[config.mk]
export PLATFORM = sky130hd
export DESIGN_NAME = complexExecStage_flat
export DESIGN_NICKNAME = d
export VERILOG_FILES = /design/src/complexPipePkg.sv /design/src/complexPipeIf.sv /design/src/complexExecStage.sv /design/src/flat_wrapper.sv
export SDC_FILE = /design/constraint.sdc
export NUM_CORES = 2
export LEC_CHECK = 0
export ABC_AREA = 1
export BUFFER_PORTS_ARGS = -buffer_cell sky130_fd_sc_hd__buf_4
export CORE_AREA = 2 2 297 241
export CTS_CLUSTER_DIAMETER = 100
export DETAILED_ROUTE_END_ITERATION = 10
export DIE_AREA = 0 0 299 243
export PLACE_DENSITY = 0.87
export SLEW_MARGIN = 0
export SYNTH_ARGS = -nofsm -noshare
export SYNTH_HDL_FRONTEND = slang
export SYNTH_SLANG_ARGS = --single-unit
[constraint.sdc]
create_clock -name clk -period 13.54 [get_ports clk]
set_clock_uncertainty 0.1 [all_clocks]
set_input_delay 0 -clock clk [delete_from_list [all_inputs] [get_ports clk]]
set_output_delay 0 -clock clk [all_outputs]
set_load 0.03 [all_outputs]
[src/complexPipePkg.sv]
/*
 * Complex integer pipe shared definitions
 * Operand, register and tag widths, the operation encoding
 * and the selective flush window test
 */
package complexPipePkg;

    localparam int dataWidth = 32;
    localparam int phyRegNumWidth = 5;
    localparam int tagWidth = 4;

    typedef logic [dataWidth-1:0] DataPath;
    typedef logic [phyRegNumWidth-1:0] PhyRegNum;
    typedef logic [tagWidth-1:0] OpTag;

    // Multiply and divide flavours
    typedef enum logic [1:0] {
        opMul  = 2'd0,  // low word of the product
        opMulH = 2'd1,  // high word, signed operands
        opDiv  = 2'd2,  // unsigned quotient
        opRem  = 2'd3   // unsigned remainder
    } ComplexOpType;

    // Iterative divider sequencing
    typedef enum logic [1:0] {
        idle = 2'd0,
        busy = 2'd1,
        done = 2'd2
    } DivState;

    typedef struct packed {
        ComplexOpType opType;
        PhyRegNum srcRegA;
        PhyRegNum srcRegB;
        PhyRegNum dstReg;
        logic writeReg;
        OpTag tag;
    } ComplexOp;

    // True when the tag sits inside the circular flush window
    function automatic logic isFlushed(
        input logic flushAll,
        input OpTag headTag,
        input OpTag tailTag,
        input OpTag tag
    );
        logic inRange;
        if (headTag <= tailTag) begin
            inRange = (tag >= headTag) && (tag <= tailTag);
        end else begin
            // Window wraps past the top tag
            inRange = (tag >= headTag) || (tag <= tailTag);
        end
        return flushAll || inRange;
    endfunction

endpackage

[src/complexPipeIf.sv]
/*
 * Stage-to-stage buses of the complex integer pipe
 * issueIf carries the issued op plus back-end stall and clear,
 * execIf carries the op with its source operands
 */


interface execIf import complexPipePkg::*; ();
    logic valid;
    ComplexOp op;
    DataPath operandA;
    DataPath operandB;
    logic cancelDiv;

    modport producer (
        output valid,
        output op,
        output operandA,
        output operandB,
        output cancelDiv
    );

    modport consumer (
        input valid,
        input op,
        input operandA,
        input operandB,
        input cancelDiv
    );
endinterface

[src/complexExecStage.sv]
/*
 * Complex integer execution stage
 * Single-cycle multiplier and 32-step shift-subtract divider,
 * raises the back-end stall while dividing and drives writeback
 */
`timescale 1ns/1ps

module complexExecStage import complexPipePkg::*; (
    input logic clk,
    input logic rstN,
    execIf.consumer exec,
    input logic flushValid,
    input logic flushAll,
    input OpTag flushHead,
    input OpTag flushTail,
    output logic stall,
    output logic wbValid,
    output PhyRegNum wbReg,
    output DataPath wbData,
    output OpTag wbTag
);

    localparam int countWidth = $clog2(dataWidth);

    ComplexOp curOp;
    DataPath srcA;
    DataPath srcB;
    logic mulValid;
    DivState divState;
    logic [countWidth-1:0] divCount;
    DataPath quotient;
    DataPath remainder;
    logic [dataWidth:0] shiftedRem;
    logic [dataWidth:0] remDiff;
    logic divFits;
    logic [2*dataWidth-1:0] product;
    logic isDivOp;
    logic startDiv;
    logic flushHit;

    assign isDivOp = (exec.op.opType == opDiv) || (exec.op.opType == opRem);
    assign startDiv = exec.valid && isDivOp && !exec.cancelDiv;
    assign flushHit = flushValid && isFlushed(flushAll, flushHead, flushTail, curOp.tag);

    always_ff @(posedge clk) begin
        if (!rstN) begin
            mulValid <= 1'b0;
            divState <= idle;
            divCount <= '0;
        end else begin
            mulValid <= exec.valid && !isDivOp;
            case (divState)
                idle: begin
                    if (startDiv) begin
                        divState <= busy;
                        divCount <= '0;
                    end
                end
                busy: begin
                    divCount <= divCount + 1'b1;
                    if (flushHit) begin
                        divState <= idle;
                    end else if (divCount == countWidth'(dataWidth - 1)) begin
                        divState <= done;
                    end
                end
                default: divState <= idle;
            endcase
        end
    end

    // One quotient bit per busy cycle
    assign shiftedRem = {remainder, quotient[dataWidth-1]};
    assign remDiff = shiftedRem - {1'b0, srcB};
    assign divFits = (shiftedRem >= {1'b0, srcB});

    always_ff @(posedge clk) begin
        if (exec.valid) begin
            curOp <= exec.op;
            srcA <= exec.operandA;
            srcB <= exec.operandB;
        end
        if (startDiv) begin
            quotient <= exec.operandA;
            remainder <= '0;
        end else if (divState == busy) begin
            quotient <= {quotient[dataWidth-2:0], divFits};
            remainder <= divFits ? remDiff[dataWidth-1:0] : shiftedRem[dataWidth-1:0];
        end
    end

    assign product = $signed(srcA) * $signed(srcB);
    assign stall = (divState != idle);

    always_comb begin
        case (curOp.opType)
            opMul: wbData = product[dataWidth-1:0];
            opMulH: wbData = product[2*dataWidth-1:dataWidth];
            opDiv: wbData = quotient;
            default: wbData = remainder;
        endcase
    end

    // Register file is written at the edge that ends this cycle
    assign wbValid = (mulValid || (divState == done)) && curOp.writeReg && !flushHit;
    assign wbReg = curOp.dstReg;
    assign wbTag = curOp.tag;

endmodule

[src/flat_wrapper.sv]
// flat-port wrapper written by rule: the top's interface ports become plain ports
module complexExecStage_flat import complexPipePkg::*;
  (clk, rstN, flushValid, flushAll, flushHead, flushTail, stall, wbValid, wbReg, wbData, wbTag, exec_valid, exec_op, exec_operandA, exec_operandB, exec_cancelDiv);
  execIf exec_i ();
  input logic clk;
  input logic rstN;
  input logic flushValid;
  input logic flushAll;
  input OpTag flushHead;
  input OpTag flushTail;
  output logic stall;
  output logic wbValid;
  output PhyRegNum wbReg;
  output DataPath wbData;
  output OpTag wbTag;
  input wire logic [$bits(exec_i.valid)-1:0] exec_valid;
  input wire logic [$bits(exec_i.op)-1:0] exec_op;
  input wire logic [$bits(exec_i.operandA)-1:0] exec_operandA;
  input wire logic [$bits(exec_i.operandB)-1:0] exec_operandB;
  input wire logic [$bits(exec_i.cancelDiv)-1:0] exec_cancelDiv;
  assign exec_i.valid = exec_valid;
  assign exec_i.op = exec_op;
  assign exec_i.operandA = exec_operandA;
  assign exec_i.operandB = exec_operandB;
  assign exec_i.cancelDiv = exec_cancelDiv;
  complexExecStage u_core (.clk(clk), .rstN(rstN), .exec(exec_i), .flushValid(flushValid), .flushAll(flushAll), .flushHead(flushHead), .flushTail(flushTail), .stall(stall), .wbValid(wbValid), .wbReg(wbReg), .wbData(wbData), .wbTag(wbTag));
endmodule
==> impl_metrics.tcl <==
set metrics [dict create \
    status "completed" \
    place_area_um2 49300 \
    fin_nets 7575 \
    synth_seq_area_share_pct 8.48 \
    fin_area_um2 50700 \
    htreeDepth 4 \
    slew_violations 0 \
    grt_pass1_vias 42800 \
    cts.clk_slew.worst_paths_ns 0.08 \
    die_height_um 243 \
    start_util_pct 68.4 \
    grt_first_pass_wirelength_um 227000 \
    cts_inserted_buffers 17 \
    max-cap-violations 0 \
    synthCells 6114 \
    grt_max_degree 57 \
    setup.worst_path.start_class "register" \
    synth_edf_count 108 \
    critPathMaxFanout 33 \
    mostFrequentLayoutCells "1802 x nand2_1, 1766 x inv_1, 1083 x fa_1" \
    hold_viol 0 \
    cp_num_buf_inv 9 \
    cts_setup_buffers 0 \
    ioPinCount 143 \
    fin_crit_sh_pct 70.0 \
    crit_family "adder cells" \
    crit_top_cell "fa_1" \
    die_w_um 299 \
    grt_usage_pct 40.7 \
    worstMarginPinSlew_ns 0.975 \
    yosys_warnings 0 \
    relSlewSlack_pct 34.9 \
    path_class "reg -> out" \
    rsz0062_at_grt "false" \
    mostFrequentLayoutCell "nand2_1" \
    grt-busiest-layer "met2" \
    synthFlopType "edfxtp_1" \
    drive_above_1_share_pct 5.60 \
    worstPathRequired_ns 13.44 \
    synth_area_um2 47700 \
    setup_viol_count_final 0 \
    cts_sinks 148 \
    ant_nets 0 \
    drtIter0Drc 4433 \
    drtPass1Iterations 6 \
    root_buffer "clkbuf_16" \
    rows 87 \
    period_needed_ns 9.48 \
    routed_wl_um 142000 \
    design.core.area_um2 69700 \
    arrival_ns 9.38 \
    postSynth.asyncResetShare_pct 0 \
    fmax_mhz 106 \
    synth-seq-cells 148 \
    setup_tns_ns 0 \
    clk_path_buf_depth 2 \
    syn-num-nets 7527 \
    endpoint_kind "output port" \
    drc_errors 0 \
    slowest_stage "fa_1" \
    syn_to_final_growth_pct 6.37 \
    vias 40200 \
    hold_class "in -> reg" \
    avgSynthCellArea_um2 7.80 \
    tritoncts "done" \
    dp_hpwl_um 112000 \
    place.gp.congestion 0.988 \
    io_buffer_count 132 \
    ys_types 51 \
    grt_remaining_overflow 0 \
    via_per_inst 5.65 \
    post_cts_resized 0 \
    clock_latency_ns 0.51 \
    drt-wirelength-per-cell_um 20.0 \
    grt_util_met2_pct 63.8 \
    critPathMaxStageDelay_ns 0.84 \
    antenna_found_initial 2 \
    gr-usage-met3_pct 9.23 \
    dieArea_um2 72700 \
    grt_use_met1_pct 55.5 \
]
flip-flops by register name (all words and copies together) (netlist names):
register / flops
u_core.curOp: 3
u_core.divCount: 5
u_core.divState: 2
u_core.mulValid: 1
u_core.quotient: 32
u_core.remainder: 32
u_core.srcA: 32
u_core.srcB: 32
u_core.wbReg: 5
u_core.wbTag: 4
worst paths after layout:
path                           start              endpoint  slack [ns]  cells past startpoint
hold / removal     exec_operandB[29]       u_core.srcB[29]        0.11                      2
hold reg to reg   u_core.divCount[3]    u_core.divCount[3]        0.37                      2
setup / recovery      u_core.srcB[5]            wbData[31]        4.06                     29
setup reg to reg     u_core.srcB[17]  u_core.remainder[29]        9.92                     14
repair_timing:
action,CTS,global route
endpoints found under the setup margin,0,0
hold buffers,81,0
hold endpoints to repair,136,0
through the flow:
step	std cells	hold WS (ns)	utilization (%)	setup slack (ns)
finish	7111	0.109	72.8	4.06
global route	7109	0.107	72.8	3.62
detailed placement	6996	0.0793	70.8	4.69
floorplan	6114	-0.0207	-	5.92
CTS	7109	0.0834	72.8	4.13
global placement	6996	0.0780	70.8	4.95
synth_stat cells (all sizes together), types with 3 or more instances:
library cell / n / area share [%]
nor2: 192 / 1.5
xnor2: 16 / 0.29
fa: 1083 / 45
nand3: 165 / 1.9
o21ai: 75 / 0.80
nand2: 1842 / 15
nand4: 58 / 0.76
inv: 1771 / 14
o21bai: 16 / 0.25
o21a: 4 / 0.063
edfxtp: 108 / 6.8
clkbuf: 240 / 1.9
dfxtp: 40 / 1.7
nor4: 5 / 0.066
ha: 230 / 6.0
nor3: 18 / 0.22
xor2: 11 / 0.20
o211ai: 4 / 0.063
buf: 23 / 0.43
a31oi: 6 / 0.079
a21oi: 124 / 1.3
and3: 3 / 0.039
a21o: 9 / 0.14
nand3b: 41 / 0.72
or2: 21 / 0.28
final cells by class:
class                   count  area [um2]
diodes                      2        5.00
clock buffers              18         439
clock inverters            14         116
fillers                  5093       19000
inverters                1771        6650
multi-input cells        3932       35900
flip-flops and latches    148        4040
well taps                 934        1170
repair buffers            292        2390
routing by layer:
| metal | part of all wire [%] | wire (um) |
|---|---|---|
| met5 | 0 | 0 |
| met4 | 4.2 | 5930 |
| met3 | 12 | 17100 |
| met2 | 46 | 65000 |
| met1 | 38 | 54000 |
cells by family after synthesis:
logic type,count (synthesis),synth area share (%)
adders and majority gates,1313,51.5
xor gates and xnor gates,27,0.496
DFF,148,8.48
AOI/OAI and AO/OA,241,2.77
and+or+nand+nor,2351,20.5
buffers and inverters,2034,16.3
Power is left out: the tool's default activity adds up to more than one toggle a clock period on the data nets, which glitch-free logic cannot reach.
