**src/complexPipePkg.sv**
```systemverilog
/*
 * Complex integer pipe shared definitions
 * Operand, register and tag widths, the operation encoding
 * and the selective flush window test
 */
package complexPipePkg;

    localparam int dataWidth = 32;
    localparam int phyRegNumWidth = 5;
    localparam int tagWidth = 4;

    typedef logic [dataWidth-1:0] DataPath;
    typedef logic [phyRegNumWidth-1:0] PhyRegNum;
    typedef logic [tagWidth-1:0] OpTag;

    // Multiply and divide flavours
    typedef enum logic [1:0] {
        opMul  = 2'd0,  // low word of the product
        opMulH = 2'd1,  // high word, signed operands
        opDiv  = 2'd2,  // unsigned quotient
        opRem  = 2'd3   // unsigned remainder
    } ComplexOpType;

    // Iterative divider sequencing
    typedef enum logic [1:0] {
        idle = 2'd0,
        busy = 2'd1,
        done = 2'd2
    } DivState;

    typedef struct packed {
        ComplexOpType opType;
        PhyRegNum srcRegA;
        PhyRegNum srcRegB;
        PhyRegNum dstReg;
        logic writeReg;
        OpTag tag;
    } ComplexOp;

    // True when the tag sits inside the circular flush window
    function automatic logic isFlushed(
        input logic flushAll,
        input OpTag headTag,
        input OpTag tailTag,
        input OpTag tag
    );
        logic inRange;
        if (headTag <= tailTag) begin
            inRange = (tag >= headTag) && (tag <= tailTag);
        end else begin
            // Window wraps past the top tag
            inRange = (tag >= headTag) || (tag <= tailTag);
        end
        return flushAll || inRange;
    endfunction

endpackage

```
**src/complexPipeIf.sv**
```systemverilog
/*
 * Stage-to-stage buses of the complex integer pipe
 * issueIf carries the issued op plus back-end stall and clear,
 * execIf carries the op with its source operands
 */
`timescale 1ns/1ps

interface issueIf import complexPipePkg::*; ();
    logic valid;
    ComplexOp op;
    logic stall;
    logic clear;

    modport producer (
        output valid,
        output op,
        input stall
    );

    modport consumer (
        input valid,
        input op,
        input stall,
        input clear
    );
endinterface


```
**src/complexIssueQueue.sv**
```systemverilog
/*
 * Complex integer issue queue
 * In-order FIFO that tags each op, drops flushed entries
 * and issues one op per cycle while the back end is free
 */
`timescale 1ns/1ps

module complexIssueQueue import complexPipePkg::*; #(
    parameter int queueDepth = 8
) (
    input logic clk,
    input logic rstN,
    input logic enqValid,
    input ComplexOp enqOp,
    output logic enqReady,
    output OpTag enqTag,
    input logic flushValid,
    input logic flushAll,
    input OpTag flushHead,
    input OpTag flushTail,
    issueIf.producer issue
);

    localparam int ptrWidth = (queueDepth > 1) ? $clog2(queueDepth) : 1;

    ComplexOp entryOp [queueDepth];
    logic [queueDepth-1:0] entryValid;
    logic [ptrWidth-1:0] headPtr;
    logic [ptrWidth-1:0] tailPtr;
    logic [ptrWidth:0] count;
    OpTag nextTag;
    ComplexOp stampedOp;
    logic empty;
    logic full;
    logic push;
    logic pop;
    logic headFlush;

    function automatic logic [ptrWidth-1:0] nextPtr(input logic [ptrWidth-1:0] ptr);
        return (ptr == ptrWidth'(queueDepth - 1)) ? '0 : ptr + 1'b1;
    endfunction

    assign empty = (count == '0);
    assign full = (count == (ptrWidth + 1)'(queueDepth));
    assign enqReady = !full;
    assign enqTag = nextTag;
    assign push = enqValid && !full;

    always_comb begin
        stampedOp = enqOp;
        stampedOp.tag = nextTag;
    end

    // Head hit by this cycle's flush never leaves
    assign headFlush = flushValid &&
        isFlushed(flushAll, flushHead, flushTail, entryOp[headPtr].tag);
    assign issue.valid = !empty && entryValid[headPtr] && !headFlush;
    assign issue.op = entryOp[headPtr];

    // Dead entries drain from the head regardless of stall
    assign pop = !empty && (!issue.valid || !issue.stall);

    always_ff @(posedge clk) begin
        if (!rstN) begin
            headPtr <= '0;
            tailPtr <= '0;
            count <= '0;
            nextTag <= '0;
            entryValid <= '0;
        end else begin
            for (int i = 0; i < queueDepth; i++) begin
                if (flushValid && isFlushed(flushAll, flushHead, flushTail, entryOp[i].tag)) begin
                    entryValid[i] <= 1'b0;
                end
            end
            if (push) begin
                entryValid[tailPtr] <= !(flushValid &&
                    isFlushed(flushAll, flushHead, flushTail, nextTag));
                tailPtr <= nextPtr(tailPtr);
                nextTag <= nextTag + 1'b1;
            end
            if (pop) begin
                headPtr <= nextPtr(headPtr);
            end
            count <= count + push - pop;
        end
    end

    always_ff @(posedge clk) begin
        if (push) begin
            entryOp[tailPtr] <= stampedOp;
        end
    end

endmodule

```
**src/flat_wrapper.sv**
```systemverilog
// flat-port wrapper written by rule: the top's interface ports become plain ports
module complexIssueQueue_flat import complexPipePkg::*;
#(
    parameter int queueDepth = 8
)
  (clk, rstN, enqValid, enqOp, enqReady, enqTag, flushValid, flushAll, flushHead, flushTail, issue_valid, issue_op, issue_stall);
  issueIf issue_i ();
  input logic clk;
  input logic rstN;
  input logic enqValid;
  input ComplexOp enqOp;
  output logic enqReady;
  output OpTag enqTag;
  input logic flushValid;
  input logic flushAll;
  input OpTag flushHead;
  input OpTag flushTail;
  output wire logic [$bits(issue_i.valid)-1:0] issue_valid;
  output wire logic [$bits(issue_i.op)-1:0] issue_op;
  input wire logic [$bits(issue_i.stall)-1:0] issue_stall;
  assign issue_valid = issue_i.valid;
  assign issue_op = issue_i.op;
  assign issue_i.stall = issue_stall;
  complexIssueQueue #(.queueDepth(queueDepth)) u_core (.clk(clk), .rstN(rstN), .enqValid(enqValid), .enqOp(enqOp), .enqReady(enqReady), .enqTag(enqTag), .flushValid(flushValid), .flushAll(flushAll), .flushHead(flushHead), .flushTail(flushTail), .issue(issue_i));
endmodule
```
**config.mk**
```make
export PLATFORM = sky130hd
export DESIGN_NAME = complexIssueQueue_flat
export DESIGN_NICKNAME = d
export VERILOG_FILES = /design/src/complexPipePkg.sv /design/src/complexPipeIf.sv /design/src/complexIssueQueue.sv /design/src/flat_wrapper.sv
export SDC_FILE = /design/constraint.sdc
export NUM_CORES = 1
export LEC_CHECK = 0
export BUFFER_PORTS_ARGS = -buffer_cell sky130_fd_sc_hd__buf_2
export CORE_AREA = 8 8 136 138
export DETAILED_ROUTE_END_ITERATION = 8
export DIE_AREA = 0 0 144 146
export PLACE_DENSITY = 0.81
export SLEW_MARGIN = 20
export SYNTH_ARGS = -nofsm -noshare
export SYNTH_HDL_FRONTEND = slang
export SYNTH_SLANG_ARGS = --single-unit
export TNS_END_PERCENT = 20
```
**constraint.sdc**
```tcl
create_clock -name clk -period 5.9 [get_ports clk]
set_clock_uncertainty 0.1 [all_clocks]
set_input_delay 1.18 -clock clk [delete_from_list [all_inputs] [get_ports clk]]
set_output_delay 1.18 -clock clk [all_outputs]
set_load 0.1 [all_outputs]
```
==> out/summary.log <==
qor: logic_synthesis.yosysWarnings 0
qor: clock_tree.postCtsSetupBuffers 0
qor: logic_synthesis.postSynthCellCount 629
qor: logic_synthesis.synthXorXnorAreaFrac 0.448%
qor: sta.rsz0062_at_grt false
qor: run.max_cap_violations 0
qor: logic_synthesis.synth_edf_count 176
qor: critical_path.worst_r2r_path_depth 16
qor: clock_tree.ctsHoldBuffers 0
qor: min_path.hold-path-cell-count 2
qor: clock_tree.cts.repair.resized 0
qor: power.seq_power_share 34.9%
qor: power.vdd_ir_drop_max 0.482 mV
qor: logic_synthesis.synth.lib_cells_used.distinct 40
qor: power.power.share.combinational 39.4%
qor: sta.hold_viol 0
qor: logic_synthesis.postSynthAreaPerCell 15.5 um^2
qor: logic_synthesis.synth_area 9780 um^2
qor: routing.detailedRoute.firstPassIterationCount 4
qor: finish.final_nets 839
qor: logic_synthesis.share_of_synthesized_area_occupied_by_flip_flops_and_latches 59.2%
qor: logic_synthesis.compound_gate_fraction_of_synth_area 7.97%
qor: sta.holdWs 0.449 ns
qor: critical_path.crit_fanout 15
qor: floorplanning.number_of_top_level_pins 64
qor: finish.nFillCells 1056
qor: floorplanning.die-area 21000 um^2
qor: finish.post_route_cells_drive_above_1_share 25.2%
qor: clock_tree.cts_max_path_buffers 3
qor: clock_tree.cts.htree.levels 1
qor: sta.pin_slew_with_the_least_headroom_to_its_limit 0.912 ns
qor: routing.detail_route.wirelength 22200 um
qor: clock_tree.cts_root_buf sky130_fd_sc_hd__clkbuf_16
qor: finish.antennaDiodeCount 0
qor: floorplanning.initial_utilization 60.0%
qor: critical_path.worst_setup_path_start_kind register
qor: grt.grt_start_max_net_pins 34
qor: clock_tree.cts_inserted_buffers 20
qor: logic_synthesis.synth.ff_latch_count 201
qor: power.power.net_switching 2.00 mW
qor: routing.wl_per_cell 23.6 um
qor: power.internal-power 3.05 mW
qor: routing.drt-initial-drc-count 437
qor: logic_synthesis.synthMuxAreaShare 13.6%
qor: logic_synthesis.asyncSetResetFlopFracSynth 0%
qor: floorplanning.die-width 144 um
qor: finish.synthesis_to_layout_area_growth 13.6%
qor: power.power.switching_fraction 39.5%
qor: power.leakagePower 4.15 nW
qor: place.count_of_port_buffers_added_during_placement 59
qor: grt.number_of_antenna_violations_at_the_first_check_in_global_routing 0
qor: grt.vias_in_the_first_global_route 6291
qor: sta.totalNegativeSetupSlack 0 ns
qor: routing.count_of_antenna_violating_nets_left_after_detailed_routing 0
qor: place.dpl_worst_slack 0.925 ns
qor: sta.setup_violations 0
qor: critical_path.kind_of_critical_path reg2out
qor: clock_tree.cts_num_sinks 201
qor: routing.routed_via_density 6.41
qor: finish.final_util 68.2%
qor: min_path.min_delay_worst_type reg2reg
qor: sta.fin_crit_sh 93.2%
qor: place.place.detailed.hpwl 13800 um
qor: critical_path.critical_path.endpoint_type output port
qor: sta.setup_ws 0.400 ns
qor: routing.via_count 6029
qor: grt.grt_use_total 21.3%
qor: grt.grt_pass1_wl 34100 um
qor: floorplanning.placeableCoreArea 16300 um^2
qor: logic_synthesis.prevailing_post_synth_register_cell sky130_fd_sc_hd__edfxtp_1
qor: critical_path.reg2reg_slack 1.26 ns
qor: sta.layout_min_cycle_time 5.50 ns
qor: floorplanning.std_cell_rows 47
qor: logic_synthesis.synth_top_family_by_area multiplexers
qor: grt.global_route.overflow_total 0
qor: sta.maxSlewViolCount 0
qor: floorplanning.floorplan.die.height 146 um
qor: clock_tree.clkLatencyLatePin 0.50 ns
qor: critical_path.r2r_end u_core.count[2]
qor: sta.tightest_slew_margin_relative_to_the_limit 39.2%
qor: min_path.launch_point_of_the_worst_hold_path u_core.headPtr[2]
qor: routing.drc_errors 0
qor: run_status.status completed
qor: finish.multi_input_comb_area 3860 um^2
qor: logic_synthesis.post_synth_fa_ha_maj_area_fraction 12.4%
qor: finish.regArea 5790 um^2
qor: sta.max_freq 182 MHz
qor: power.power_density 455 nW/um^2
qor: clock_tree.cts.reportedPaths.clkPinSlew 0.06 ns
qor: place.place.gp.congestion 0.875
qor: power.share_of_total_power_in_the_clock_network 25.7%
qor: critical_path.arrival 4.22 ns
qor: critical_path.cp.required 4.62 ns
qor: clock_tree.tritoncts_clock_tree yes
qor: logic_synthesis.synthSimpleGateAreaFrac 4.70%
qor: logic_synthesis.mappedNetlistNets 761
==> worst max-delay path: stages (launching register included) <==
cell and delay [ns]:
sky130_fd_sc_hd__dfxtp_2 0.68, sky130_fd_sc_hd__mux4_2 0.57, sky130_fd_sc_hd__mux2i_1 0.31, sky130_fd_sc_hd__ha_1 0.29, sky130_fd_sc_hd__nand2b_1 0.14, sky130_fd_sc_hd__a2111oi_0 0.52
sky130_fd_sc_hd__buf_4 0.22, sky130_fd_sc_hd__o21bai_1 0.08, sky130_fd_sc_hd__a21oi_1 0.23, sky130_fd_sc_hd__o21ai_0 0.13, sky130_fd_sc_hd__a21oi_1 0.12, sky130_fd_sc_hd__buf_2 0.44
==> cell type report <==
type	instances	share of cell area, %
Tap cell	220	2.48
Sequential cell	201	52.1
Timing Repair Buffer	74	3.67
Clock buffer	27	4.92
Inverter	25	0.845
Clock inverter	9	1.23
Multi-Input combinational cell	385	34.8
==> cell usage in the layout (no fill, tap or decap), types with 3 or more instances in the layout <==
| cell | netlist | layout |
|---|---|---|
| sky130_fd_sc_hd__a211oi_1 | 8 | 8 |
| sky130_fd_sc_hd__a21boi_0 | 3 | 3 |
| sky130_fd_sc_hd__a21o_1 | 12 | 12 |
| sky130_fd_sc_hd__a21oi_1 | 26 | 26 |
| sky130_fd_sc_hd__a41o_1 | 8 | 8 |
| sky130_fd_sc_hd__and2_1 | 9 | 9 |
| sky130_fd_sc_hd__buf_2 | 6 | 59 |
| sky130_fd_sc_hd__buf_4 | 0 | 15 |
| sky130_fd_sc_hd__bufinv_16 | 0 | 3 |
| sky130_fd_sc_hd__clkbuf_1 | 10 | 5 |
| sky130_fd_sc_hd__clkbuf_16 | 0 | 20 |
| sky130_fd_sc_hd__dfxtp_1 | 25 | 23 |
| sky130_fd_sc_hd__edfxtp_1 | 176 | 176 |
| sky130_fd_sc_hd__ha_1 | 95 | 95 |
| sky130_fd_sc_hd__inv_1 | 24 | 24 |
| sky130_fd_sc_hd__mux2_2 | 22 | 22 |
| sky130_fd_sc_hd__mux2i_1 | 4 | 4 |
| sky130_fd_sc_hd__mux4_2 | 44 | 44 |
| sky130_fd_sc_hd__nand2_1 | 31 | 31 |
| sky130_fd_sc_hd__nand2b_1 | 12 | 12 |
| sky130_fd_sc_hd__nor2_1 | 15 | 12 |
| sky130_fd_sc_hd__nor2b_1 | 14 | 14 |
| sky130_fd_sc_hd__nor3_2 | 0 | 4 |
| sky130_fd_sc_hd__o211ai_1 | 10 | 10 |
| sky130_fd_sc_hd__o21ai_0 | 22 | 22 |
| sky130_fd_sc_hd__o22ai_1 | 24 | 24 |
| sky130_fd_sc_hd__xnor2_1 | 3 | 3 |
==> cell families after synthesis <==
family	after synthesis
fa+ha+maj	96
buf+inv	43
flops	201
mux	72
compound gates	120
xor+xnor	5
simple gates	92
==> metal layers <==
layer  vias to the layer above  wire, um  track usage (%)
met2                       271     11100             36.1
met5                         -         0                0
li1                       2675         -                -
met4                         0       866             10.4
met1                      3017      8540             25.3
met3                        66      1710             4.30
==> through the flow <==
| step | area, um^2 | std cells | power (mW) |
|---|---|---|---|
| 6_report | 11100 | 941 | 5.05 |
| 4_1_cts | 11100 | 941 | 5.08 |
| 3_5_place_dp | 10400 | 905 | 3.78 |
| 5_1_grt | 11100 | 941 | 5.25 |
| 2_1_floorplan | 9780 | 629 | 3.39 |
| 3_3_place_gp | 10400 | 905 | 3.71 |
==> power groups by stage <==
stage / sequential [mW] / combinational [mW] / clock (mW)
2_1_floorplan: 1.75 / 1.64 / 0
3_3_place_gp: 1.78 / 1.93 / 0
3_5_place_dp: 1.79 / 1.99 / 0
4_1_cts: 1.76 / 2.00 / 1.32
5_1_grt: 1.77 / 2.10 / 1.37
6_report: 1.76 / 1.99 / 1.30
==> worst max-delay path by stage <==
stage | endpoint | slack [ns] | depth (start not counted)
final | issue_valid | 0.40 | 11
after global routing | issue_valid | 0.09 | 11
after CTS | issue_valid | 0.36 | 11
after detailed placement | issue_valid | 0.92 | 11
after global placement | issue_valid | 0.93 | 11
after floorplan | issue_valid | 0.08 | 10
==> synth_stat cells, types with 2 or more instances <==
master | count | share of area, %
sky130_fd_sc_hd__edfxtp_1 | 176 | 54
sky130_fd_sc_hd__ha_1 | 95 | 12
sky130_fd_sc_hd__mux4_2 | 44 | 10
sky130_fd_sc_hd__nand2_1 | 31 | 1.2
sky130_fd_sc_hd__a21oi_1 | 26 | 1.3
sky130_fd_sc_hd__dfxtp_1 | 25 | 5.1
sky130_fd_sc_hd__inv_1 | 24 | 0.92
sky130_fd_sc_hd__o22ai_1 | 24 | 1.5
sky130_fd_sc_hd__mux2_2 | 22 | 2.5
sky130_fd_sc_hd__o21ai_0 | 22 | 1.1
sky130_fd_sc_hd__nor2_1 | 15 | 0.58
sky130_fd_sc_hd__nor2b_1 | 14 | 0.90
sky130_fd_sc_hd__a21o_1 | 12 | 0.92
sky130_fd_sc_hd__nand2b_1 | 12 | 0.77
sky130_fd_sc_hd__clkbuf_1 | 10 | 0.38
sky130_fd_sc_hd__o211ai_1 | 10 | 0.77
sky130_fd_sc_hd__and2_1 | 9 | 0.58
sky130_fd_sc_hd__a211oi_1 | 8 | 0.61
sky130_fd_sc_hd__a41o_1 | 8 | 0.82
sky130_fd_sc_hd__buf_2 | 6 | 0.31
sky130_fd_sc_hd__nor3_1 | 5 | 0.26
sky130_fd_sc_hd__mux2i_1 | 4 | 0.41
sky130_fd_sc_hd__a21boi_0 | 3 | 0.23
sky130_fd_sc_hd__xnor2_1 | 3 | 0.27
sky130_fd_sc_hd__a221o_1 | 2 | 0.20
sky130_fd_sc_hd__buf_1 | 2 | 0.077
sky130_fd_sc_hd__mux4_1 | 2 | 0.54
sky130_fd_sc_hd__nand3b_1 | 2 | 0.15
sky130_fd_sc_hd__xor2_1 | 2 | 0.18
==> state kept, by name, summed over array words and instances, names as in the netlist, named ones only <==
name / flops
u_core.entryOp: 176
u_core.enqTag: 4
u_core.count: 4
u_core.headPtr: 3
u_core.entryValid: 8
u_core.tailPtr: 3
(Power assumes the default switching activity.)
