$ cat config.mk
export PLATFORM = sky130hd
export DESIGN_NAME = registerReadStage_flat
export DESIGN_NICKNAME = d
export VERILOG_FILES = /design/src/complexPipePkg.sv /design/src/complexPipeIf.sv /design/src/registerReadStage.sv /design/src/flat_wrapper.sv
export SDC_FILE = /design/constraint.sdc
export NUM_CORES = 1
export LEC_CHECK = 0
export BUFFER_PORTS_ARGS = -buffer_cell sky130_fd_sc_hd__buf_2
export CAP_MARGIN = 5
export CORE_MARGIN = 1.5
export CORE_UTILIZATION = 30
export CTS_CLUSTER_SIZE = 12
export DETAILED_ROUTE_END_ITERATION = 8
export PLACE_DENSITY_LB_ADDON = 0.3
export SLEW_MARGIN = 20
export SYNTH_ARGS = -nofsm -noshare
export SYNTH_HDL_FRONTEND = slang
export SYNTH_SLANG_ARGS = --single-unit
export TNS_END_PERCENT = 30
$ cat constraint.sdc
create_clock -name clk -period 2.8 [get_ports clk]
set_input_delay 0.84 -clock clk [delete_from_list [all_inputs] [get_ports clk]]
set_output_delay 0.84 -clock clk [all_outputs]
set_load 0.02 [all_outputs]
$ cat src/complexPipePkg.sv
/*
 * Complex integer pipe shared definitions
 * Operand, register and tag widths, the operation encoding
 * and the selective flush window test
 */
package complexPipePkg;

    localparam int dataWidth = 32;
    localparam int phyRegNumWidth = 5;
    localparam int tagWidth = 4;

    typedef logic [dataWidth-1:0] DataPath;
    typedef logic [phyRegNumWidth-1:0] PhyRegNum;
    typedef logic [tagWidth-1:0] OpTag;

    // Multiply and divide flavours
    typedef enum logic [1:0] {
        opMul  = 2'd0,  // low word of the product
        opMulH = 2'd1,  // high word, signed operands
        opDiv  = 2'd2,  // unsigned quotient
        opRem  = 2'd3   // unsigned remainder
    } ComplexOpType;

    // Iterative divider sequencing
    typedef enum logic [1:0] {
        idle = 2'd0,
        busy = 2'd1,
        done = 2'd2
    } DivState;

    typedef struct packed {
        ComplexOpType opType;
        PhyRegNum srcRegA;
        PhyRegNum srcRegB;
        PhyRegNum dstReg;
        logic writeReg;
        OpTag tag;
    } ComplexOp;

    // True when the tag sits inside the circular flush window
    function automatic logic isFlushed(
        input logic flushAll,
        input OpTag headTag,
        input OpTag tailTag,
        input OpTag tag
    );
        logic inRange;
        if (headTag <= tailTag) begin
            inRange = (tag >= headTag) && (tag <= tailTag);
        end else begin
            // Window wraps past the top tag
            inRange = (tag >= headTag) || (tag <= tailTag);
        end
        return flushAll || inRange;
    endfunction

endpackage

$ cat src/complexPipeIf.sv
/*
 * Stage-to-stage buses of the complex integer pipe
 * issueIf carries the issued op plus back-end stall and clear,
 * execIf carries the op with its source operands
 */
`timescale 1ns/1ps

interface issueIf import complexPipePkg::*; ();
    logic valid;
    ComplexOp op;
    logic stall;
    logic clear;

    modport producer (
        output valid,
        output op,
        input stall
    );

    modport consumer (
        input valid,
        input op,
        input stall,
        input clear
    );
endinterface

interface execIf import complexPipePkg::*; ();
    logic valid;
    ComplexOp op;
    DataPath operandA;
    DataPath operandB;
    logic cancelDiv;

    modport producer (
        output valid,
        output op,
        output operandA,
        output operandB,
        output cancelDiv
    );

    modport consumer (
        input valid,
        input op,
        input operandA,
        input operandB,
        input cancelDiv
    );
endinterface

$ cat src/registerReadStage.sv
/*
 * Complex integer register-read stage
 * Holds one issued op, reads its sources from the register file
 * and applies selective flush on the way to execution
 */
`timescale 1ns/1ps

module registerReadStage import complexPipePkg::*; (
    input logic clk,
    input logic rstN,
    issueIf.consumer issue,
    output PhyRegNum srcRegA,
    output PhyRegNum srcRegB,
    input DataPath srcDataA,
    input DataPath srcDataB,
    input logic flushValid,
    input logic flushAll,
    input OpTag flushHead,
    input OpTag flushTail,
    execIf.producer exec
);

    ComplexOp pipeOp;
    logic pipeValid;
    logic flushHit;
    logic isDiv;

    // Held op is dropped if recovery hits it while stalled
    always_ff @(posedge clk) begin
        if (!rstN) begin
            pipeValid <= 1'b0;
        end else if (!issue.stall) begin
            pipeValid <= issue.valid && !issue.clear;
        end else if (flushHit || issue.clear) begin
            pipeValid <= 1'b0;
        end
    end

    always_ff @(posedge clk) begin
        if (!issue.stall) begin
            pipeOp <= issue.op;
        end
    end

    assign flushHit = flushValid && isFlushed(flushAll, flushHead, flushTail, pipeOp.tag);
    assign isDiv = (pipeOp.opType == opDiv) || (pipeOp.opType == opRem);

    // Register file lookup
    assign srcRegA = pipeOp.srcRegA;
    assign srcRegB = pipeOp.srcRegB;

    assign exec.valid = pipeValid && !issue.stall && !issue.clear && !flushHit;
    assign exec.op = pipeOp;
    assign exec.operandA = srcDataA;
    assign exec.operandB = srcDataB;

    // Divide flushed here gives up its divider slot
    assign exec.cancelDiv = pipeValid && isDiv && flushHit;

endmodule

$ cat src/flat_wrapper.sv
// flat-port wrapper written by rule: the top's interface ports become plain ports
module registerReadStage_flat import complexPipePkg::*;
  (clk, rstN, srcRegA, srcRegB, srcDataA, srcDataB, flushValid, flushAll, flushHead, flushTail, issue_valid, issue_op, issue_stall, issue_clear, exec_valid, exec_op, exec_operandA, exec_operandB, exec_cancelDiv);
  issueIf issue_i ();
  execIf exec_i ();
  input logic clk;
  input logic rstN;
  output PhyRegNum srcRegA;
  output PhyRegNum srcRegB;
  input DataPath srcDataA;
  input DataPath srcDataB;
  input logic flushValid;
  input logic flushAll;
  input OpTag flushHead;
  input OpTag flushTail;
  input wire logic [$bits(issue_i.valid)-1:0] issue_valid;
  input wire logic [$bits(issue_i.op)-1:0] issue_op;
  input wire logic [$bits(issue_i.stall)-1:0] issue_stall;
  input wire logic [$bits(issue_i.clear)-1:0] issue_clear;
  output wire logic [$bits(exec_i.valid)-1:0] exec_valid;
  output wire logic [$bits(exec_i.op)-1:0] exec_op;
  output wire logic [$bits(exec_i.operandA)-1:0] exec_operandA;
  output wire logic [$bits(exec_i.operandB)-1:0] exec_operandB;
  output wire logic [$bits(exec_i.cancelDiv)-1:0] exec_cancelDiv;
  assign issue_i.valid = issue_valid;
  assign issue_i.op = issue_op;
  assign issue_i.stall = issue_stall;
  assign issue_i.clear = issue_clear;
  assign exec_valid = exec_i.valid;
  assign exec_op = exec_i.op;
  assign exec_operandA = exec_i.operandA;
  assign exec_operandB = exec_i.operandB;
  assign exec_cancelDiv = exec_i.cancelDiv;
  registerReadStage u_core (.clk(clk), .rstN(rstN), .issue(issue_i), .srcRegA(srcRegA), .srcRegB(srcRegB), .srcDataA(srcDataA), .srcDataB(srcDataB), .flushValid(flushValid), .flushAll(flushAll), .flushHead(flushHead), .flushTail(flushTail), .exec(exec_i));
endmodule
==> results of run 1 <==
per-layer routing:
layer	vias to the layer above	track usage
met3	2	0.162
met5	-	0.0364
met1	425	0.0971
li1	451	-
met2	128	0.272
met4	0	0.0218
worst paths after layout:
| kind | startpoint | to | depth (start not counted) |
|---|---|---|---|
| max reg2reg | u_core.exec.op[0] | u_core.pipeValid | 7 |
| min reg2reg | u_core.pipeValid | u_core.pipeValid | 4 |
| min | u_core.pipeValid | u_core.pipeValid | 4 |
| max | flushHead[0] | exec_cancelDiv | 8 |
cell families (layout without fill, tap and decap cells):
group / Yosys count / after routing
buffers and inverters: 85 / 94
AOI/OAI and AO/OA: 14 / 14
DFF: 23 / 23
and+or+nand+nor: 16 / 16
adders and majority gates: 12 / 12
layout make-up:
class,instances,area (µm²)
fill,551,3690
sequential,23,681
multi-input combinational,42,455
timing repair buffer,79,440
tap,72,90.1
clock buffer,4,45.0
inverter,11,41.3
flip-flops by register name, indices dropped and copies added (netlist names):
name,flops
u_core.exec.op,12
u_core.pipeValid,1
u_core.srcRegA,5
u_core.srcRegB,5
cells in the mapped netlist:
master,n
o22ai_4,1
a311oi_2,1
nor2b_1,1
o21ai_0,2
nor2_1,2
o22ai_1,1
dfxtp_1,1
o211ai_1,1
nor3_1,2
o211ai_2,1
a21oi_1,6
nand3_1,1
or3_4,1
nand3b_1,1
nand3b_4,1
nand2_1,2
edfxtp_1,22
ha_1,12
inv_1,11
a2111oi_4,1
nand2b_1,1
and2_1,1
nand2b_4,1
and4_1,2
buf_4,74
stage by stage:
stage | hold WS (ps) | instances
6_report | 716 | 231
5_1_grt | 737 | 231
4_1_cts | 715 | 231
3_5_place_dp | 704 | 227
3_3_place_gp | 715 | 227
2_1_floorplan | 642 | 150
power breakdown:
part           internal (µW)  switching [µW]  leakage, µW
combinational            101             129     0.000560
sequential               406            13.0     0.000223
clock                    101            93.1    0.0000228
repair_timing:
action                     4_1_cts  5_1_grt
setup endpoints to repair        2        2
resized for setup                8        2
pin swaps                        3        2
gates cloned                     0        0
hold buffers                     0        0
tightest hold or removal path, stage by stage (launching register included):
cell,delay (ps)
dfxtp_1,330
nand3b_1,80
a21oi_1,80
a21oi_1,110
a21oi_1,70
==> flow_summary.ini, run 1 <==
[outcome]
status = finished with violations
violations = setup timing

[layout]
drive_above_1_share = 0.597
n_antenna_cell = 0
final_common_cell = buf_2
final_cell_area_mm2 = 0.00175
final_cell_mix = buf_2 (67), edfxtp_1 (22), inv_1 (10), ha_1 (10), buf_4 (8)
nNetsFinal = 273
syn2layout_area_growth_pct = 4.63
final_core_util = 0.322

[global_routing]
grt_pass1_vias = 1034
antenna_found_initial = 0
grt_usage = 0.149
grt_overflow = 0
grt_max_degree = 23
grt_pass1_wl_um = 6560

[logic_synthesis]
postSynthCellCount = 150
synth_area_mm2 = 0.00168
ys_types = 25
ys_top_cells_by_area = edfxtp_1 (39%), buf_4 (33%), ha_1 (9.0%), inv_1 (2.5%), a21oi_1 (1.8%)
syn_avg_cell_area_um2 = 11.2
muxShareOfSynthArea = 0
synth-xor-area-share = 0
synth.top_cell.area_share = 0.394
yosysSeqAreaShare = 0.406
syn_nets = 263
yosys_warnings = 0
synthAdderAreaFrac = 0.0896
synthSimpleGateAreaFrac = 0.0709
synth_top_family_by_area = buffers and inverters
synth_compound_area_frac = 0.0769
synth-seq-cells = 23
synth_top_cell_by_area = edfxtp_1

[setup_path]
slowest_stage = or3_4
r2r_slack_ps = 1150
crit_family = simple AND/OR/NAND/NOR gates
crit_chain = buf_6, ha_4, nand2b_4, a2111oi_4, or3_4, o211ai_4, and4_4, buf_6
critPathArrivalTime_ps = 2380
cp.required_ps = 1960
cp-start-kind = input pin
endpoint_kind = primary output
worst-setup-path-type = in2out
crit_path_frequent_cell = buf_6
max_stage_delay_ps = 430
worstPathMaxFanout = 4
path_buf_inv = 2

[timing]
setup_viol = 2
relSlewSlack = 0.819
tns_ps = -835
rsz0062_at_grt = yes
maxSlewViolCount = 0
hold_violations = 0
max_freq_mhz = 310
final.period_utilization = 1.15
fin_worst_skew_ps = 0.852
fin_ws_ps = -424
timing.final.crit_period_ps = 3220
worst_pin_slew_ps = 271

[floorplanning]
die_y_um = 77.7
die-area_mm2 = 0.00604
initial_utilization = 0.308
floorplan.rows = 27
ios = 199
coreArea_mm2 = 0.00544
dieWidth_um = 77.7

[routing]
wl_met2_um = 2430
wl_per_cell_um = 20.8
drc = 0
firstDrtPassIters = 2
highest_layer = met4
routed_wl_um = 4810
routed-wl-met3_um = 1330
ant_nets = 0
vias = 1006
drt-met1-wl_um = 1030
viasPerCell = 4.35
drt-initial-drc-count = 25

[clock_network]
cts_tree = yes
htreeDepth = 1
clkTransAtPathRegs_ps = 70
cts_sinks = 23
cts_setup_buffers = 0
ctsLongestPathBuffers = 2
cts-root-buf = clkbuf_8
cts_made_buffers = 3
clkLatencyLatePin_ps = 250

[power]
p_leak_uw = 0.000807
vdd.ir_drop.worst_v = 0.000330
p_total_uw = 844
pwr_density_cell_mw_per_mm2 = 481

[placed_design]
post-place-ws_ps = -474
placed_area_mm2 = 0.00167
routabilityCongestion = 0.830
numPortBuffers = 70
dpl.hpwl_um = 4370

[run]
drv_cap = 0

[worst_hold_path]
hold_class = reg2reg
Power figures use the tool's default switching activity.
==> run 2: changes to the inputs <==
--- a/config.mk
+++ b/config.mk
@@ -6,13 +6,13 @@
 export NUM_CORES = 1
 export LEC_CHECK = 0
 export BUFFER_PORTS_ARGS = -buffer_cell sky130_fd_sc_hd__buf_2
-export CAP_MARGIN = 5
+export CAP_MARGIN = 10
 export CORE_MARGIN = 1.5
 export CORE_UTILIZATION = 30
 export CTS_CLUSTER_SIZE = 12
 export DETAILED_ROUTE_END_ITERATION = 8
 export PLACE_DENSITY_LB_ADDON = 0.3
-export SLEW_MARGIN = 20
+export SKIP_LAST_GASP = 1
 export SYNTH_ARGS = -nofsm -noshare
 export SYNTH_HDL_FRONTEND = slang
 export SYNTH_SLANG_ARGS = --single-unit
==> run 2 against run 1 <==
Net effect: clock skew barely moved; register-to-register slack barely moved; critical path depth unchanged; clock-buffer cell count stayed put; die area is the same; clock power hardly changed; core utilization decreased by 0.37 points; fmax down 1.0%; highest routed layer unchanged; largest power group unchanged; non-clock buffer count stayed put; sequential share of layout area increased by 0.45 points; the flow still finishes with violations (setup timing); final area fell by 1.1%.
==> flow_summary.ini, run 2 (same netlist as run 1, synthesis figures left out) <==
[worst_hold_path]
hold_class = reg2reg
min_delay_worst_endpoint = u_core.pipeValid
hp-start = u_core.pipeValid
worst_hold_path.num_cells = 4

[routing]
vias = 1007
firstDrtPassIters = 2
viasPerCell = 4.36
wl_per_cell_um = 20.7
drt-initial-drc-count = 27
routed_wl_um = 4780
ant_nets = 0
drc = 0

[global_routing]
grt_pass1_wl_um = 6460
antenna_found_initial = 0
grt_overflow = 0
grt_pass1_vias = 1020
grt_usage = 0.147
grt_max_degree = 23

[power]
sequentialPowerShare = 0.500
p_leak_uw = 0.000803
pwr-share-clk = 0.231
power.share.combinational = 0.269
netSwitchingPower_uw = 234
swShare = 0.278
pwr_density_cell_mw_per_mm2 = 484
vdd.ir_drop.worst_v = 0.000330
p_int_uw = 606

[layout]
nNetsFinal = 273
n_antenna_cell = 0
final_common_cell = buf_2
largest_reg_flops = 12
drive_above_1_share = 0.585
syn2layout_area_growth_pct = 3.44
final_cell_mix = buf_2 (69), edfxtp_1 (22), inv_1 (11)
stdcell_count = 231

[timing]
relSlewSlack = 0.819
tns_ps = -900
maxSlewViolCount = 0
rsz0062_at_grt = yes
whs_ps = 711
timing.final.crit_period_ps = 3260
fin_ws_ps = -457
setup_viol = 2
fin_worst_skew_ps = 0.847
max_freq_mhz = 307
final.period_utilization = 1.16
hold_violations = 0
worst_pin_slew_ps = 271

[placed_design]
dpl.hpwl_um = 4370
dp.cells = 227
numPortBuffers = 70
routabilityCongestion = 0.830

[outcome]
violations = setup timing
status = finished with violations

[setup_path]
reg2reg_depth = 7
rr_endpoint = u_core.pipeValid
critical_path.reg2reg.startpoint = u_core.exec.op[0]
worstPathMaxFanout = 4
r2r_slack_ps = 1160
cp.required_ps = 1960
critPathArrivalTime_ps = 2420
endpoint_kind = primary output
worst-setup-path-type = in2out
cp-start-kind = input pin

[clock_network]
hold_buffers = 0
cts-root-buf = clkbuf_8
clkLatencyLatePin_ps = 250
cts_sinks = 23
cts_tree = yes
clkTransAtPathRegs_ps = 70
htreeDepth = 1
ctsLongestPathBuffers = 2
cts_made_buffers = 3

[floorplanning]
initial_utilization = 0.308
floorplan.rows = 27
ios = 199
dieWidth_um = 77.7
die_y_um = 77.7
coreArea_mm2 = 0.00544
die-area_mm2 = 0.00604

[run]
drv_cap = 0
## run 2: cell count changes in the layout (fill, tap and decap cells not counted)
cell / previous run / this run
a21oi_1: 5 / 6
a21oi_2: 1 / 0
buf_2: 67 / 69
buf_4: 8 / 9
buf_6: 4 / 1
inv_1: 10 / 11
inv_2: 1 / 0
## run 2: worst max-delay path by stage
stage / depth (start not counted) / end / start
after floorplan: 6 / exec_cancelDiv / flushHead[0]
after global placement: 8 / exec_cancelDiv / flushHead[0]
after detailed placement: 8 / exec_cancelDiv / flushHead[0]
after CTS: 9 / exec_valid / flushHead[0]
after global routing: 9 / exec_valid / flushHead[0]
final: 8 / exec_cancelDiv / flushHead[0]
## run 2: power by group through the flow
stage | logic [µW] | registers, µW | clock network [µW]
after global routing | 245 | 423 | 220
after global placement | 222 | 427 | 0
after CTS | 229 | 420 | 204
final | 225 | 420 | 194
after floorplan | 246 | 460 | 0
after detailed placement | 225 | 426 | 0
## run 2: metal layers
layer / share of wire / GRT usage / wire, µm / vias to the layer above
met5: 0 / 0.0364 / 0 / -
met3: 0.28 / 0.162 / 1330 / 2
li1: - / - / - / 450
met1: 0.21 / 0.0949 / 1030 / 427
met2: 0.50 / 0.267 / 2410 / 128
met4: 0.0040 / 0.0218 / 19 / 0
## run 2: what timing repair did
item	in CTS	in global routing
buffers inserted	0	0
pin swaps	2	1
resized for setup	3	0
setup endpoints to repair	2	2
cloned	0	0
hold endpoints to repair	0	0
## run 2: layout make-up
| cell class | instances | area (µm²) |
|---|---|---|
| multi-input combinational | 42 | 452 |
| tap | 72 | 90.1 |
| fill | 548 | 3710 |
| sequential | 23 | 681 |
| inverter | 11 | 41.3 |
| timing repair buffer | 79 | 424 |
| clock buffer | 4 | 45.0 |
## run 2: per-stage QoR
stage / total power (µW) / utilization / area [µm²] / setup WS (ps)
3_5_place_dp: 651 / 0.308 / 1670 / -474
3_3_place_gp: 650 / 0.308 / 1670 / -460
6_report: 839 / 0.319 / 1730 / -457
4_1_cts: 853 / 0.319 / 1730 / -466
5_1_grt: 888 / 0.319 / 1730 / -518
2_1_floorplan: 705 / - / 1720 / -187
## run 2: worst max-delay path, cell delays in order
cell	delay, ps
buf_2	120
ha_4	250
nand2b_4	120
a2111oi_4	60
or3_4	430
o211ai_4	220
and4_4	230
buf_2	160
==> run 3: changes to the inputs <==
--- a/config.mk
+++ b/config.mk
@@ -8,7 +8,8 @@
 export BUFFER_PORTS_ARGS = -buffer_cell sky130_fd_sc_hd__buf_2
 export CAP_MARGIN = 10
 export CORE_MARGIN = 1.5
-export CORE_UTILIZATION = 30
+export CORE_UTILIZATION = 31
+export CTS_BUF_LIST = sky130_fd_sc_hd__clkbuf_4
 export CTS_CLUSTER_SIZE = 12
 export DETAILED_ROUTE_END_ITERATION = 8
 export PLACE_DENSITY_LB_ADDON = 0.3
==> run 3 against run 2 <==
Net effect: the flow still finishes with violations (setup timing); core utilization up 0.72 points; clock-buffer cell count fell by 1; flip-flop and latch count unchanged; setup slack worse by 22 ps; highest routed layer is now met3; final area fell by 2.7%; non-clock buffer count shrank 2; first-iteration DRC count fell by 56%; power shrank 6.3%.
==> flow_summary.ini, run 3 (same netlist as run 1, synthesis figures left out) <==
[timing]
max_freq_mhz = 305
timing.final.crit_period_ps = 3280
maxSlewViolCount = 0
whs_ps = 699
fin_worst_skew_ps = 7.40
setup_viol = 2
tns_ps = -943
final.period_utilization = 1.17
fin_ws_ps = -479
rsz0062_at_grt = yes
worst_pin_slew_ps = 289
hold_violations = 0
relSlewSlack = 0.808

[layout]
fillers = 517
syn2layout_area_growth_pct = 0.598
final_common_cell = buf_2
drive_above_1_share = 0.586
largest_reg_flops = 12
final_cell_mix = buf_2 (69), edfxtp_1 (22), inv_1 (11)
n_antenna_cell = 0
nNetsFinal = 271
stdcell_count = 227

[setup_path]
reg2reg_depth = 7
worst-setup-path-type = in2out
worstPathMaxFanout = 4
cp.required_ps = 1960
critPathArrivalTime_ps = 2440
critical_path.reg2reg.startpoint = u_core.exec.op[0]
endpoint_kind = primary output
rr_endpoint = u_core.pipeValid
r2r_slack_ps = 1130
cp-startpoint = flushHead[0]
cp-start-kind = input pin

[floorplanning]
ios = 199
die-area_mm2 = 0.00585
coreArea_mm2 = 0.00517
initial_utilization = 0.324
floorplan.rows = 26
die_y_um = 76.5
dieWidth_um = 76.5

[global_routing]
grt_pass1_wl_um = 6880
antenna_found_initial = 0
grt_max_degree = 24
grt_usage = 0.164
grt_pass1_vias = 954
grt_overflow = 0

[clock_network]
htreeDepth = 1
cts_made_buffers = 3
ctsLongestPathBuffers = 2
cts_sinks = 23
cts-root-buf = clkbuf_4
clkLatencyLatePin_ps = 300
cts_tree = yes
clkTransAtPathRegs_ps = 120
cts_setup_buffers = 0

[power]
pwr_density_cell_mw_per_mm2 = 466
p_leak_uw = 0.000786
p_total_uw = 786
vdd.ir_drop.worst_v = 0.000266

[routing]
routed_wl_um = 5030
firstDrtPassIters = 4
vias = 985
ant_nets = 0
viasPerCell = 4.34
drt-initial-drc-count = 12
drc = 0
wl_per_cell_um = 22.2

[worst_hold_path]
hold_class = in2reg
min_delay_worst_endpoint = u_core.exec.op[6]
hp-start = issue_op[6]
worst_hold_path.num_cells = 1

[placed_design]
dp.cells = 223
numPortBuffers = 70
dpl.hpwl_um = 4660
post-place-ws_ps = -503
routabilityCongestion = 0.877

[outcome]
violations = setup timing
status = finished with violations

[run]
drv_cap = 0
run 3: how the worst max path moves through the flow:
stage / endpoint / slack (ps) / depth (start not counted)
after floorplan: exec_cancelDiv / -190 / 6
after global placement: exec_cancelDiv / -470 / 8
after detailed placement: exec_valid / -500 / 9
after CTS: exec_cancelDiv / -490 / 8
after global routing: exec_valid / -560 / 9
final: exec_cancelDiv / -480 / 8
run 3: metal layers:
metal | part of all wire | GRT usage
met5 | 0 | 0
met2 | 0.53 | 0.299
met1 | 0.19 | 0.0984
met4 | 0 | 0.0222
met3 | 0.28 | 0.201
run 3: through the flow:
| step | utilization | instance area, µm² |
|---|---|---|
| final | 0.326 | 1690 |
| after global routing | 0.326 | 1690 |
| after CTS | 0.326 | 1690 |
| after detailed placement | 0.320 | 1660 |
| after global placement | 0.320 | 1660 |
| after floorplan | - | 1720 |
run 3: area by class of cell:
type | count | area [µm²] | share of cell area
Tap cell | 70 | 87.6 | 0.0520
Multi-Input combinational cell | 42 | 443 | 0.263
Clock inverter | 1 | 5.00 | 0.00297
Timing Repair Buffer | 77 | 405 | 0.241
Inverter | 11 | 41.3 | 0.0245
Sequential cell | 23 | 681 | 0.404
Clock buffer | 3 | 22.5 | 0.0134
run 3: report_power, final:
group / internal [µW] / switching [µW] / total [µW]
logic: 95.2 / 124 / 219
registers: 406 / 12.6 / 419
clock network: 53.2 / 94.8 / 148
run 3: worst max-delay path: stages:
cell and delay, ps:
buf_2 130, ha_4 250, nand2b_4 120, a2111oi_4 60, or3_4 400, o211ai_2 240
and4_4 250, buf_2 160
run 3: timing repair:
| item | 4_1_cts | 5_1_grt |
|---|---|---|
| hold buffers | 0 | 0 |
| pin swaps | 0 | 0 |
| setup endpoints to repair | 2 | 2 |
| resized for setup | 1 | 0 |
